File: config.mk
export PLATFORM = sky130hd
export DESIGN_NAME = exec_stage
export DESIGN_NICKNAME = d
export VERILOG_FILES = /design/src/verilog/exec_pkg.sv /design/src/verilog/exec_alu.sv /design/src/verilog/exec_cfu.sv /design/src/verilog/exec_writeback.sv /design/src/verilog/exec_stage.sv
export SDC_FILE = /design/constraint.sdc
export NUM_CORES = 1
export LEC_CHECK = 0
export ABC_AREA = 1
export BUFFER_PORTS_ARGS = -buffer_cell sky130_fd_sc_hd__buf_2
export CORE_ASPECT_RATIO = 0.9
export CORE_MARGIN = 1
export CORE_UTILIZATION = 23
export DETAILED_ROUTE_END_ITERATION = 10
export PLACE_DENSITY = 0.37
export SETUP_SLACK_MARGIN = 0.5
export SYNTH_ARGS = -nofsm -noshare
export SYNTH_HDL_FRONTEND = slang
export SYNTH_SLANG_ARGS = --single-unit
File: constraint.sdc
create_clock -name g_clk -period 11.13 [get_ports g_clk]
set_clock_uncertainty 0.05 [all_clocks]
set_input_delay 1.6695 -clock g_clk [delete_from_list [all_inputs] [get_ports g_clk]]
set_output_delay 1.6695 -clock g_clk [all_outputs]
set_load 0.02 [all_outputs]
File: src/verilog/exec_pkg.sv
// --------------------
// Execute stage package
// Widths, word types and the ALU and CFU operation encodings
// --------------------

package exec_pkg;

    // --------------------
    // Widths
    localparam int XLEN       = 32;            // Data path width
    localparam int REG_ADDR_W = 5;             // GPR address bits
    localparam int SHAMT_W    = $clog2(XLEN);  // Shift amount bits

    // --------------------
    // Word types
    typedef logic [XLEN-1:0]       word_t;      // Operand, PC, result, target
    typedef logic [REG_ADDR_W-1:0] reg_addr_t;  // Register address

    // --------------------
    // ALU operations
    typedef enum logic [3:0] {
        ALU_OP_NOP  = 4'd0,     // No result, no write
        ALU_OP_ADD  = 4'd1,
        ALU_OP_SUB  = 4'd2,
        ALU_OP_XOR  = 4'd3,
        ALU_OP_OR   = 4'd4,
        ALU_OP_AND  = 4'd5,
        ALU_OP_SLT  = 4'd6,     // Signed set less than
        ALU_OP_SLTU = 4'd7,     // Unsigned set less than
        ALU_OP_SRL  = 4'd8,
        ALU_OP_SLL  = 4'd9,
        ALU_OP_SRA  = 4'd10     // Sign filled right shift
    } alu_op_t;

    // --------------------
    // Control flow operations
    typedef enum logic [3:0] {
        CFU_OP_NOP  = 4'd0,     // Sequential instruction
        CFU_OP_J    = 4'd1,     // Jump, no link
        CFU_OP_JAL  = 4'd2,     // Jump and link
        CFU_OP_JALR = 4'd3,     // Register jump and link
        CFU_OP_BEQ  = 4'd4,
        CFU_OP_BNE  = 4'd5,
        CFU_OP_BLT  = 4'd6,     // Signed compares
        CFU_OP_BLTU = 4'd7,     // Unsigned compares
        CFU_OP_BGE  = 4'd8,
        CFU_OP_BGEU = 4'd9
    } cfu_op_t;

endpackage

File: src/verilog/exec_alu.sv
// --------------------
// Execute stage integer ALU
// Purely combinational, with compare flags and the raw adder output
// --------------------

module exec_alu (
    input  exec_pkg::word_t   opr_a,    // Operand A
    input  exec_pkg::word_t   opr_b,    // Operand B
    input  exec_pkg::alu_op_t alu_op,   // Operation select
    output exec_pkg::word_t   result,   // Operation result
    output exec_pkg::word_t   add_out,  // Adder output, also jump target
    output logic              cmp_eq,   // opr_a == opr_b
    output logic              cmp_lt,   // opr_a <  opr_b signed
    output logic              cmp_ltu   // opr_a <  opr_b unsigned
);

    // --------------------
    // Shared adder and subtractor
    logic                         op_sub;   // Subtract select
    exec_pkg::word_t              add_b;    // Adder B input, maybe inverted
    logic [exec_pkg::SHAMT_W-1:0] shamt;    // Low bits of operand B

    assign op_sub  = alu_op == exec_pkg::ALU_OP_SUB;
    assign add_b   = op_sub ? ~opr_b : opr_b;                         // Two's complement
    assign add_out = opr_a + add_b + {{(exec_pkg::XLEN-1){1'b0}}, op_sub}; // Carry in

    // --------------------
    // Compares
    assign cmp_eq  = opr_a == opr_b;
    assign cmp_lt  = $signed(opr_a) < $signed(opr_b);   // For SLT, BLT, BGE
    assign cmp_ltu = opr_a < opr_b;                     // For SLTU, BLTU, BGEU

    assign shamt   = opr_b[exec_pkg::SHAMT_W-1:0];

    // --------------------
    // Result select
    always_comb begin
        case (alu_op)
            exec_pkg::ALU_OP_ADD,
            exec_pkg::ALU_OP_SUB: begin
                result = add_out;                       // Sum or difference
            end
            exec_pkg::ALU_OP_XOR:  result = opr_a ^ opr_b;
            exec_pkg::ALU_OP_OR:   result = opr_a | opr_b;
            exec_pkg::ALU_OP_AND:  result = opr_a & opr_b;
            exec_pkg::ALU_OP_SLT: begin
                result = {{(exec_pkg::XLEN-1){1'b0}}, cmp_lt};  // Zero extended flag
            end
            exec_pkg::ALU_OP_SLTU: begin
                result = {{(exec_pkg::XLEN-1){1'b0}}, cmp_ltu};
            end
            exec_pkg::ALU_OP_SRL:  result = opr_a >> shamt;
            exec_pkg::ALU_OP_SLL:  result = opr_a << shamt;
            exec_pkg::ALU_OP_SRA: begin
                result = $signed(opr_a) >>> shamt;      // Sign fill
            end
            default: begin
                result = '0;                            // NOP and unused codes
            end
        endcase
    end

endmodule

File: src/verilog/exec_cfu.sv
// --------------------
// Execute stage control flow unit
// Branch decision, target select, fetch request and stage ready
// --------------------

module exec_cfu (
    input  logic              g_clk,         // Clock
    input  logic              g_resetn,      // Sync reset, active low
    input  logic              s2_valid,      // Instruction present
    input  logic              s2_cf_ack,     // Fetch took the change
    input  exec_pkg::cfu_op_t s2_cfu_op,     // Control flow operation
    input  exec_pkg::word_t   s2_pc,         // Instruction PC
    input  exec_pkg::word_t   s2_opr_c,      // Branch offset
    input  exec_pkg::word_t   add_out,       // opr_a + opr_b from ALU
    input  logic              cmp_eq,        // ALU flags
    input  logic              cmp_lt,
    input  logic              cmp_ltu,
    output logic              s2_cf_valid,   // Control flow change request
    output logic              s2_ready,      // Ready for next instruction
    output logic              cfu_link_wen,  // Link value goes to rd
    output exec_pkg::word_t   s2_cf_target   // Change destination
);

    // --------------------
    // Operation decode
    logic op_j;
    logic op_jal;
    logic op_jalr;
    logic op_jump;          // Unconditional change
    logic op_cond;          // Any conditional branch
    logic cond_taken;       // Branch condition holds
    logic cf_change;        // This instruction changes flow
    logic cf_pend;          // Change still owed to fetch
    logic cf_done;          // Change acked for current instruction
    logic e_accept;         // Decode hands over next instruction
    logic e_cf_change;      // Fetch takes the change this cycle

    assign op_j    = s2_cfu_op == exec_pkg::CFU_OP_J;
    assign op_jal  = s2_cfu_op == exec_pkg::CFU_OP_JAL;
    assign op_jalr = s2_cfu_op == exec_pkg::CFU_OP_JALR;
    assign op_jump = op_j || op_jal || op_jalr;

    assign op_cond = s2_cfu_op inside {exec_pkg::CFU_OP_BEQ,  exec_pkg::CFU_OP_BNE,
                                       exec_pkg::CFU_OP_BLT,  exec_pkg::CFU_OP_BLTU,
                                       exec_pkg::CFU_OP_BGE,  exec_pkg::CFU_OP_BGEU};

    // --------------------
    // Branch decision
    always_comb begin
        case (s2_cfu_op)
            exec_pkg::CFU_OP_BEQ:  cond_taken =  cmp_eq;
            exec_pkg::CFU_OP_BNE:  cond_taken = !cmp_eq;
            exec_pkg::CFU_OP_BLT:  cond_taken =  cmp_lt;
            exec_pkg::CFU_OP_BLTU: cond_taken =  cmp_ltu;
            exec_pkg::CFU_OP_BGE:  cond_taken = !cmp_lt;    // Signed greater or equal
            exec_pkg::CFU_OP_BGEU: cond_taken = !cmp_ltu;
            default:               cond_taken = 1'b0;       // Jumps handled apart
        endcase
    end

    assign cf_change = op_jump || (op_cond && cond_taken);
    assign cf_pend   = cf_change && !cf_done;

    // --------------------
    // Fetch request
    assign s2_cf_valid  = s2_valid && cf_pend;              // Held until ack
    assign s2_cf_target = op_cond ? s2_pc + s2_opr_c :
                          add_out & {{(exec_pkg::XLEN-1){1'b1}}, !op_jalr}; // JALR drops bit 0

    assign e_cf_change  = s2_cf_valid && s2_cf_ack;
    assign e_accept     = s2_valid && s2_ready;

    // Stops a second change to the same target while decode still holds it
    always_ff @(posedge g_clk) begin
        if (!g_resetn) begin
            cf_done <= 1'b0;
        end else if (e_accept) begin
            cf_done <= 1'b0;                                // New instruction next
        end else if (e_cf_change) begin
            cf_done <= 1'b1;
        end
    end

    assign s2_ready     = !cf_pend && !s2_cf_valid;         // One cycle after ack at best
    assign cfu_link_wen = op_jal || op_jalr;                // Link write for JAL/JALR

endmodule

File: src/verilog/exec_writeback.sv
// --------------------
// Execute stage register writeback
// Picks ALU or link data, one write per instruction
// --------------------

module exec_writeback (
    input  logic                g_clk,          // Clock
    input  logic                g_resetn,       // Sync reset, active low
    input  logic                s2_valid,       // Instruction present
    input  logic                s2_ready,       // Stage can accept next
    input  logic                cfu_link_wen,   // JAL/JALR link write
    input  exec_pkg::alu_op_t   s2_alu_op,      // ALU operation
    input  exec_pkg::reg_addr_t s2_rd,          // Destination register
    input  exec_pkg::word_t     alu_result,     // ALU output
    input  exec_pkg::word_t     s2_opr_c,       // Link value, pc+4
    output logic                s2_rd_wen,      // Write strobe
    output exec_pkg::reg_addr_t s2_rd_addr,     // Write address
    output exec_pkg::word_t     s2_rd_wdata     // Write data
);

    logic alu_wen;      // ALU result wants rd
    logic rd_done;      // Write already issued for this instruction
    logic e_accept;     // Instruction leaves the stage

    assign alu_wen  = (s2_alu_op != exec_pkg::ALU_OP_NOP) && !cfu_link_wen;
    assign e_accept = s2_valid && s2_ready;

    // --------------------
    // Write strobe
    assign s2_rd_wen   = s2_valid && !rd_done && (alu_wen || cfu_link_wen);
    assign s2_rd_addr  = s2_rd;
    assign s2_rd_wdata = cfu_link_wen ? s2_opr_c : alu_result;  // Link wins

    // Guard against repeat writes while stalled on fetch
    always_ff @(posedge g_clk) begin
        if (!g_resetn) begin
            rd_done <= 1'b0;
        end else if (e_accept) begin
            rd_done <= 1'b0;                // Fresh instruction next cycle
        end else if (s2_rd_wen) begin
            rd_done <= 1'b1;
        end
    end

endmodule

File: src/verilog/exec_stage.sv
// --------------------
// Execute stage top
// ALU, control flow unit and register writeback
// --------------------

module exec_stage (
    input  logic                g_clk,          // Clock
    input  logic                g_resetn,       // Sync reset, active low
    input  logic                s2_valid,       // Decode has an instruction
    input  exec_pkg::word_t     s2_pc,          // Instruction PC
    input  exec_pkg::word_t     s2_opr_a,       // Operand A
    input  exec_pkg::word_t     s2_opr_b,       // Operand B
    input  exec_pkg::word_t     s2_opr_c,       // Link value or branch offset
    input  exec_pkg::reg_addr_t s2_rd,          // Destination register
    input  exec_pkg::alu_op_t   s2_alu_op,      // ALU operation
    input  exec_pkg::cfu_op_t   s2_cfu_op,      // Control flow operation
    output logic                s2_ready,       // Ready for next instruction
    output logic                s2_cf_valid,    // Control flow change to fetch
    input  logic                s2_cf_ack,      // Fetch acknowledge
    output exec_pkg::word_t     s2_cf_target,   // Change destination
    output logic                s2_rd_wen,      // GPR write strobe
    output exec_pkg::reg_addr_t s2_rd_addr,     // GPR write address
    output exec_pkg::word_t     s2_rd_wdata     // GPR write data
);

    exec_pkg::word_t alu_result;    // ALU to writeback
    exec_pkg::word_t alu_add_out;   // ALU adder to CFU
    logic            cmp_eq;        // Compare flags
    logic            cmp_lt;
    logic            cmp_ltu;
    logic            cfu_link_wen;  // CFU to writeback

    // --------------------
    // Units
    exec_alu i_exec_alu (
        .opr_a   (s2_opr_a),
        .opr_b   (s2_opr_b),
        .alu_op  (s2_alu_op),
        .result  (alu_result),
        .add_out (alu_add_out),
        .cmp_eq  (cmp_eq),
        .cmp_lt  (cmp_lt),
        .cmp_ltu (cmp_ltu)
    );

    exec_cfu i_exec_cfu (
        .g_clk        (g_clk),
        .g_resetn     (g_resetn),
        .s2_valid     (s2_valid),
        .s2_cf_ack    (s2_cf_ack),
        .s2_cfu_op    (s2_cfu_op),
        .s2_pc        (s2_pc),
        .s2_opr_c     (s2_opr_c),
        .add_out      (alu_add_out),
        .cmp_eq       (cmp_eq),
        .cmp_lt       (cmp_lt),
        .cmp_ltu      (cmp_ltu),
        .s2_cf_valid  (s2_cf_valid),
        .s2_ready     (s2_ready),
        .cfu_link_wen (cfu_link_wen),
        .s2_cf_target (s2_cf_target)
    );

    exec_writeback i_exec_writeback (
        .g_clk        (g_clk),
        .g_resetn     (g_resetn),
        .s2_valid     (s2_valid),
        .s2_ready     (s2_ready),       // Acceptance clears the write guard
        .cfu_link_wen (cfu_link_wen),
        .s2_alu_op    (s2_alu_op),
        .s2_rd        (s2_rd),
        .alu_result   (alu_result),
        .s2_opr_c     (s2_opr_c),
        .s2_rd_wen    (s2_rd_wen),
        .s2_rd_addr   (s2_rd_addr),
        .s2_rd_wdata  (s2_rd_wdata)
    );

endmodule

==> results of run 1 <==
per-stage QoR:
stage | setup WS, ps | power (mW) | cells
2_1_floorplan | 5040 | 0.471 | 1991
3_3_place_gp | 4030 | 0.736 | 2730
3_5_place_dp | 4050 | 0.733 | 2730
4_1_cts | 4030 | 0.792 | 2733
5_1_grt | 3720 | 0.871 | 2733
6_report | 3970 | 0.796 | 2733
how the worst max path moves through the flow:
stage / to / cells past startpoint
global route: s2_rd_wdata[10] / 17
floorplan: s2_rd_wdata[25] / 21
detailed placement: s2_rd_wdata[16] / 19
CTS: s2_rd_wdata[16] / 19
global placement: s2_rd_wdata[26] / 18
finish: s2_rd_wdata[16] / 19
worst reg2reg max path, stage by stage (launching register included):
cell      delay, ps
dfxtp_1         300
a311oi_1        300
nor2_1           70
nor2_1          100
cell type report:
type,count,area (um2)
Multi-Input combinational cell,1684,9440
Clock buffer,3,75.1
Timing Repair Buffer,223,1160
Inverter,213,800
Fill cell,5397,33400
Tap cell,608,761
Sequential cell,2,40.0
power by group:
group          switching (mW)  internal [mW]
clock network         0.00845         0.0457
registers            0.000222        0.00768
logic                   0.509          0.224
logic make-up (layout without fill, tap and decap cells):
family | after synthesis | count (layout) | share of synthesized area, %
buffers and inverters | 305 | 439 | 11.6
multiplexers | 10 | 10 | 0.935
XOR/XNOR | 57 | 57 | 4.66
adder cells (fa/ha/maj) | 160 | 160 | 18.8
AND/OR/NAND/NOR | 969 | 969 | 37.7
flip-flops | 2 | 2 | 0.374
AO/OA/AOI/OAI | 488 | 488 | 25.9
registers in the layout, indices dropped and copies added, names as in the netlist:
register / cells
i_exec_cfu.cf_done: 1
i_exec_writeback.rd_done: 1
cells in the final DEF (no fill, tap or decap), drive strengths merged, types with 18 or more instances in the layout:
cell / count
nand2: 630
buf: 223
o21ai: 220
inv: 211
ha: 158
a21oi: 145
nand3: 132
nor2: 126
xor2: 48
o22ai: 27
or2: 22
nor3: 21
nand4: 18
per-layer routing:
| metal | part of all wire [%] | vias up |
|---|---|---|
| met2 | 45 | 431 |
| li1 | - | 6902 |
| met3 | 4.8 | 32 |
| met1 | 49 | 6517 |
| met4 | 1.2 | 0 |
| met5 | 0 | - |
==> run_results.csv, run 1 <==
group,metric,value,unit
critical_path,crit_chain,"buf_2 -> buf_4 -> inv_2 -> xor2_1 -> ha_1 -> nand2_1 -> nor2_1 -> nor2_1 -> o21ai_1 -> nand3_1 -> nand2_1 -> nand2_1 -> nand2_1 -> xor2_1 -> nand2_1 -> o2111ai_1 -> nand2_1 -> nand2_1 -> buf_2",
global_route,antenna_found_initial,1,
clock_network,cts.clk_slew.worst_paths,30,ps
layout,fin_util,26.9,%
global_route,gr-usage-met1,34.8,%
layout,drive_above_1_share,12.8,%
min_path,hp-start,"i_exec_cfu.cf_done$_SDFFE_PP0P_",
critical_path,r2r_start,"i_exec_writeback.rd_done$_SDFFE_PP0P_",
clock_network,cts_buffers,3,
timing,rsz0062_at_grt,"no",
clock_network,cts_tree,"yes",
detailed_routing,drt_iter0_markers,1288,
global_route,track_usage,23.8,%
layout,nNetsFinal,2432,
clock_network,postCtsSetupRepairBufs,0,
die,dieArea,47400,um2
critical_path,crit_family,"buffers and inverters",
timing,slew_violations,0,
clock_network,clockBufferDepth,2,
yosys,netlist_top_cells_area,"nand2_1, ha_1, inv_1",
die,num_io_pins,217,
power_and_ir_drop,power_leakage,6.48,nW
critical_path,startpoint,"s2_opr_b[2]",
timing,period_needed,7160,ps
critical_path,critPathCaptureType,"output port",
yosys,ys_async_sr_fraction,0,%
place,postPlaceCellArea,12200,um2
timing,tightestPinTransition,958,ps
global_route,grt_pass1_vias,13000,
global_route,grt_max_degree,71,
power_and_ir_drop,p_per_area,64.8,nW/um2
detailed_routing,finalWirelength,58.3,mm
clock_network,root_buffer,"clkbuf_16",
min_path,whs_endpoint,"i_exec_cfu.cf_done$_SDFFE_PP0P_",
critical_path,rr_worst_depth,3,
timing,hold_slack,426,ps
timing,timing.slew.headroom,35.9,%
critical_path,crit_type,"in -> out",
clock_network,h-tree-depth,1,
yosys,synth_area_leader_cell,"nand2_1",
yosys,syn_area,10700,um2
die,rows,74,
clock_network,clock_sinks,2,
timing,post-route-period-util,64.3,%
min_path,hp-class,"reg -> reg",
critical_path,cpPeakStageDelay,500,ps
critical_path,cpMostUsedCell,"nand2_1",
yosys,syn_avg_cell_area,5.38,um2
die,start_util,23.5,%
clock_network,hold_buffers,0,
clock_network,insertion_delay,220,ps
min_path,worstHoldPathCells,2,
layout,n_antenna_cell,0,
yosys,synth_cells,1991,
global_route,grt-ovfl-total,0,
die,die_w,229,um
timing,setup_viol,0,
critical_path,worst_r2r_endpoint,"i_exec_writeback.rd_done$_SDFFE_PP0P_",
layout,finalInstanceArea,12300,um2
place,place_congestion,1.00,
global_route,met2_usage,39.0,%
yosys,syn-num-nets,2296,
yosys,yosys-top-cells-count,"nand2_1, inv_1, ha_1, a21oi_1, nand3_1",
power_and_ir_drop,peakVddDrop,0.0000455,V
yosys,ys_warn_count,0,
detailed_routing,antenna_left,0,
detailed_routing,wl_per_cell,21.3,um
yosys,netlist-cell-type-count,58,
critical_path,crit_fanout,53,
layout,areaGrowthSynthToFinish,14.6,%
place,portBuffers,206,
detailed_routing,viasPerCell,5.08,
yosys,ys.flop_type,"dfxtp_1",
timing,hold_viol_final,0,
yosys,ys_seq_area_share,0.374,%
detailed_routing,drcViolationCount,0,
detailed_routing,via_count,13900,
timing,final.setup.tns,0,ps
yosys,synth_top_area_share,22.0,%
yosys,yosysMostFrequentCell,"nand2_1",
critical_path,cp.required,9410,ps
status,outcome,"completed",
global_route,grt_pass1_wl,85.2,mm
global_route,grt.busiest_layer,"met2",
clock_network,post_cts_resized,0,
critical_path,rrSetupSlack,10250,ps
die,fp.dieH,207,um
die,core,45600,um2
global_route,met3_usage,1.18,%
critical_path,critical_path_arrival,5440,ps
critical_path,startpoint_type,"input pin",
run,drv_cap,0,
yosys,synth_seq_cells,2,
timing,fmax,0.140,GHz
critical_path,worst_path_max_delay_cell,"buf_4",
yosys,synth-edff-count,0,
place,hpwl,49.2,mm
critical_path,critical_path_buf_inv_count,4,
detailed_routing,drt-pass1-iter-count,5,
(Power assumes the default switching activity.)
==> run 2: changes to the inputs <==
==> constraint.sdc (replaced) <==
create_clock -name g_clk -period 7.5 [get_ports g_clk]
set_clock_uncertainty 0.05 [all_clocks]
set_input_delay 1.125 -clock g_clk [delete_from_list [all_inputs] [get_ports g_clk]]
set_output_delay 1.125 -clock g_clk [all_outputs]
set_load 0.02 [all_outputs]
==> run 2 against run 1 <==
  * Worst setup slack lost 2300 ps
  * Clock-buffer cell count unchanged
  * Flip-flop and latch count unchanged
  * Critical path depth is the same
  * Worst hold slack better by 0.79 ps
  * Critical endpoint unchanged
  * Die area unchanged
  * Combinational power grew 49%
  * Clock power grew 47%
  * Via count up 0.37%
  * Register-to-register slack lost 3600 ps
  * Design area increased by 0.31%
  * Wire length shrank 0.81%
==> run_results.csv, run 2 (same netlist as run 1, synthesis figures left out) <==
group,metric,value,unit
detailed_routing,drt-pass1-iter-count,6,
die,die_w,229,um
run,drv_cap,0,
clock_network,root_buffer,"clkbuf_16",
timing,layout_setup_ws,1630,ps
power_and_ir_drop,p_total,1.18,mW
critical_path,cpPeakStageDelay,430,ps
clock_network,clockBufferDepth,2,
layout,num-fill-cells,5450,
clock_network,cts.clk_slew.worst_paths,30,ps
timing,hold_viol_final,0,
detailed_routing,via_count,13900,
clock_network,h-tree-depth,1,
detailed_routing,drt_iter0_markers,1471,
die,start_util,23.5,%
detailed_routing,top_layer,"met4",
clock_network,post_cts_resized,0,
critical_path,cpMostUsedCell,"nand2_1",
place,dpl_worst_slack,1680,ps
layout,largest_registers,"i_exec_cfu.cf_done (1), i_exec_writeback.rd_done (1)",
timing,rsz0062_at_grt,"no",
timing,timing.slew.headroom,33.1,%
timing,slew_violations,0,
clock_network,hold_buffers,0,
power_and_ir_drop,peakVddDrop,0.0000439,V
place,place_congestion,0.944,
power_and_ir_drop,power_leakage,6.50,nW
critical_path,startpoint_type,"input pin",
timing,post-route-period-util,78.3,%
global_route,grt-ovfl-total,0,
layout,mostFrequentLayoutCells,"nand2_1, buf_2, inv_1",
timing,hold_slack,427,ps
status,outcome,"completed",
clock_network,cts_buffers,3,
timing,final.setup.tns,0,ps
power_and_ir_drop,p_per_area,95.9,nW/um2
timing,setup_viol,0,
detailed_routing,antenna_left,0,
place,portBuffers,206,
layout,final_cells,2738,
detailed_routing,viasPerCell,5.09,
clock_network,cts_tree,"yes",
critical_path,crit_chain,"buf_2 -> nor2_2 -> nand2_4 -> o21ai_4 -> inv_2 -> fa_1 -> nor2_1 -> nor2_1 -> o21ai_1 -> nand3_1 -> nand2_1 -> nand2_1 -> nand2_1 -> xor2_1 -> nand2_1 -> o2111ai_1 -> nand2_1 -> nand2_1 -> buf_2",
layout,drive_above_1_share,13.1,%
die,num_io_pins,217,
critical_path,worst_path_max_delay_cell,"fa_1",
critical_path,cp.required,6320,ps
layout,nNetsFinal,2437,
clock_network,insertion_delay,220,ps
global_route,track_usage,23.5,%
clock_network,clock_sinks,2,
timing,period_needed,5870,ps
layout,n_antenna_cell,0,
min_path,hp-class,"reg -> reg",
die,fp.dieH,207,um
die,core,45600,um2
critical_path,crit_type,"in -> out",
global_route,grt_pass1_vias,13300,
critical_path,crit_fanout,33,
timing,fmax,0.170,GHz
timing,tightestPinTransition,1000,ps
detailed_routing,finalWirelength,57.8,mm
clock_network,postCtsSetupRepairBufs,0,
detailed_routing,wl_met2,25.9,mm
detailed_routing,drcViolationCount,0,
place,dp.cells,2735,
global_route,grt_pass1_wl,85.0,mm
detailed_routing,wl_met3,3.07,mm
die,dieArea,47400,um2
place,hpwl,48.9,mm
critical_path,critical_path_arrival,4700,ps
layout,areaGrowthSynthToFinish,15.0,%
die,rows,74,
detailed_routing,routedLengthMet1,28.0,mm
global_route,antenna_found_initial,1,
global_route,grt_max_degree,55,
layout,mostFrequentLayoutCell,"nand2_1",
critical_path,critPathCaptureType,"output port",
detailed_routing,wl_per_cell,21.1,um
==> run 2: cell count changes in the layout (fill, tap and decap cells not counted) <==
cell	delta
buf_4	+5
==> run 2: worst paths after layout <==
kind,start,slack (ps),to,cells past startpoint
min reg2reg,i_exec_cfu.cf_done$_SDFFE_PP0P_,430,i_exec_cfu.cf_done$_SDFFE_PP0P_,2
max reg2reg,i_exec_writeback.rd_done$_SDFFE_PP0P_,6620,i_exec_writeback.rd_done$_SDFFE_PP0P_,3
max,s2_alu_op[3],1630,s2_rd_wdata[16],19
min,i_exec_cfu.cf_done$_SDFFE_PP0P_,430,i_exec_cfu.cf_done$_SDFFE_PP0P_,2
==> run 2: cell type report <==
class,count,area (um2),area share (%)
clock buffers,3,75.1,0.610
inverters,213,800,6.50
repair buffers,228,1200,9.72
well taps,608,761,6.18
multi-input cells,1684,9440,76.7
flip-flops and latches,2,40.0,0.325
==> run 2: layer usage <==
metal | vias up | global-route usage (%)
li1 | 6909 | -
met3 | 32 | 1.25
met5 | - | 0
met2 | 453 | 38.5
met1 | 6540 | 34.5
met4 | 0 | 3.43
==> run 2: critical path: cells and delay by family <==
kind	cells	cell delay [ps]
AND/OR/NAND/NOR	11	1660
AO/OA/AOI/OAI	3	850
XOR/XNOR	1	220
adder cells (fa/ha/maj)	1	430
buffers and inverters	3	360
==> run 2: power by group <==
part	internal, mW	switching [mW]
logic	0.335	0.754
registers	0.0114	0.000371
clock network	0.0678	0.0118
total	0.414	0.766
==> run 2: through the flow <==
stage | util [%] | cell area, um2
detailed placement | 26.8 | 12200
finish | 27.0 | 12300
floorplan | - | 10700
global route | 27.0 | 12300
global placement | 26.8 | 12200
CTS | 27.0 | 12300
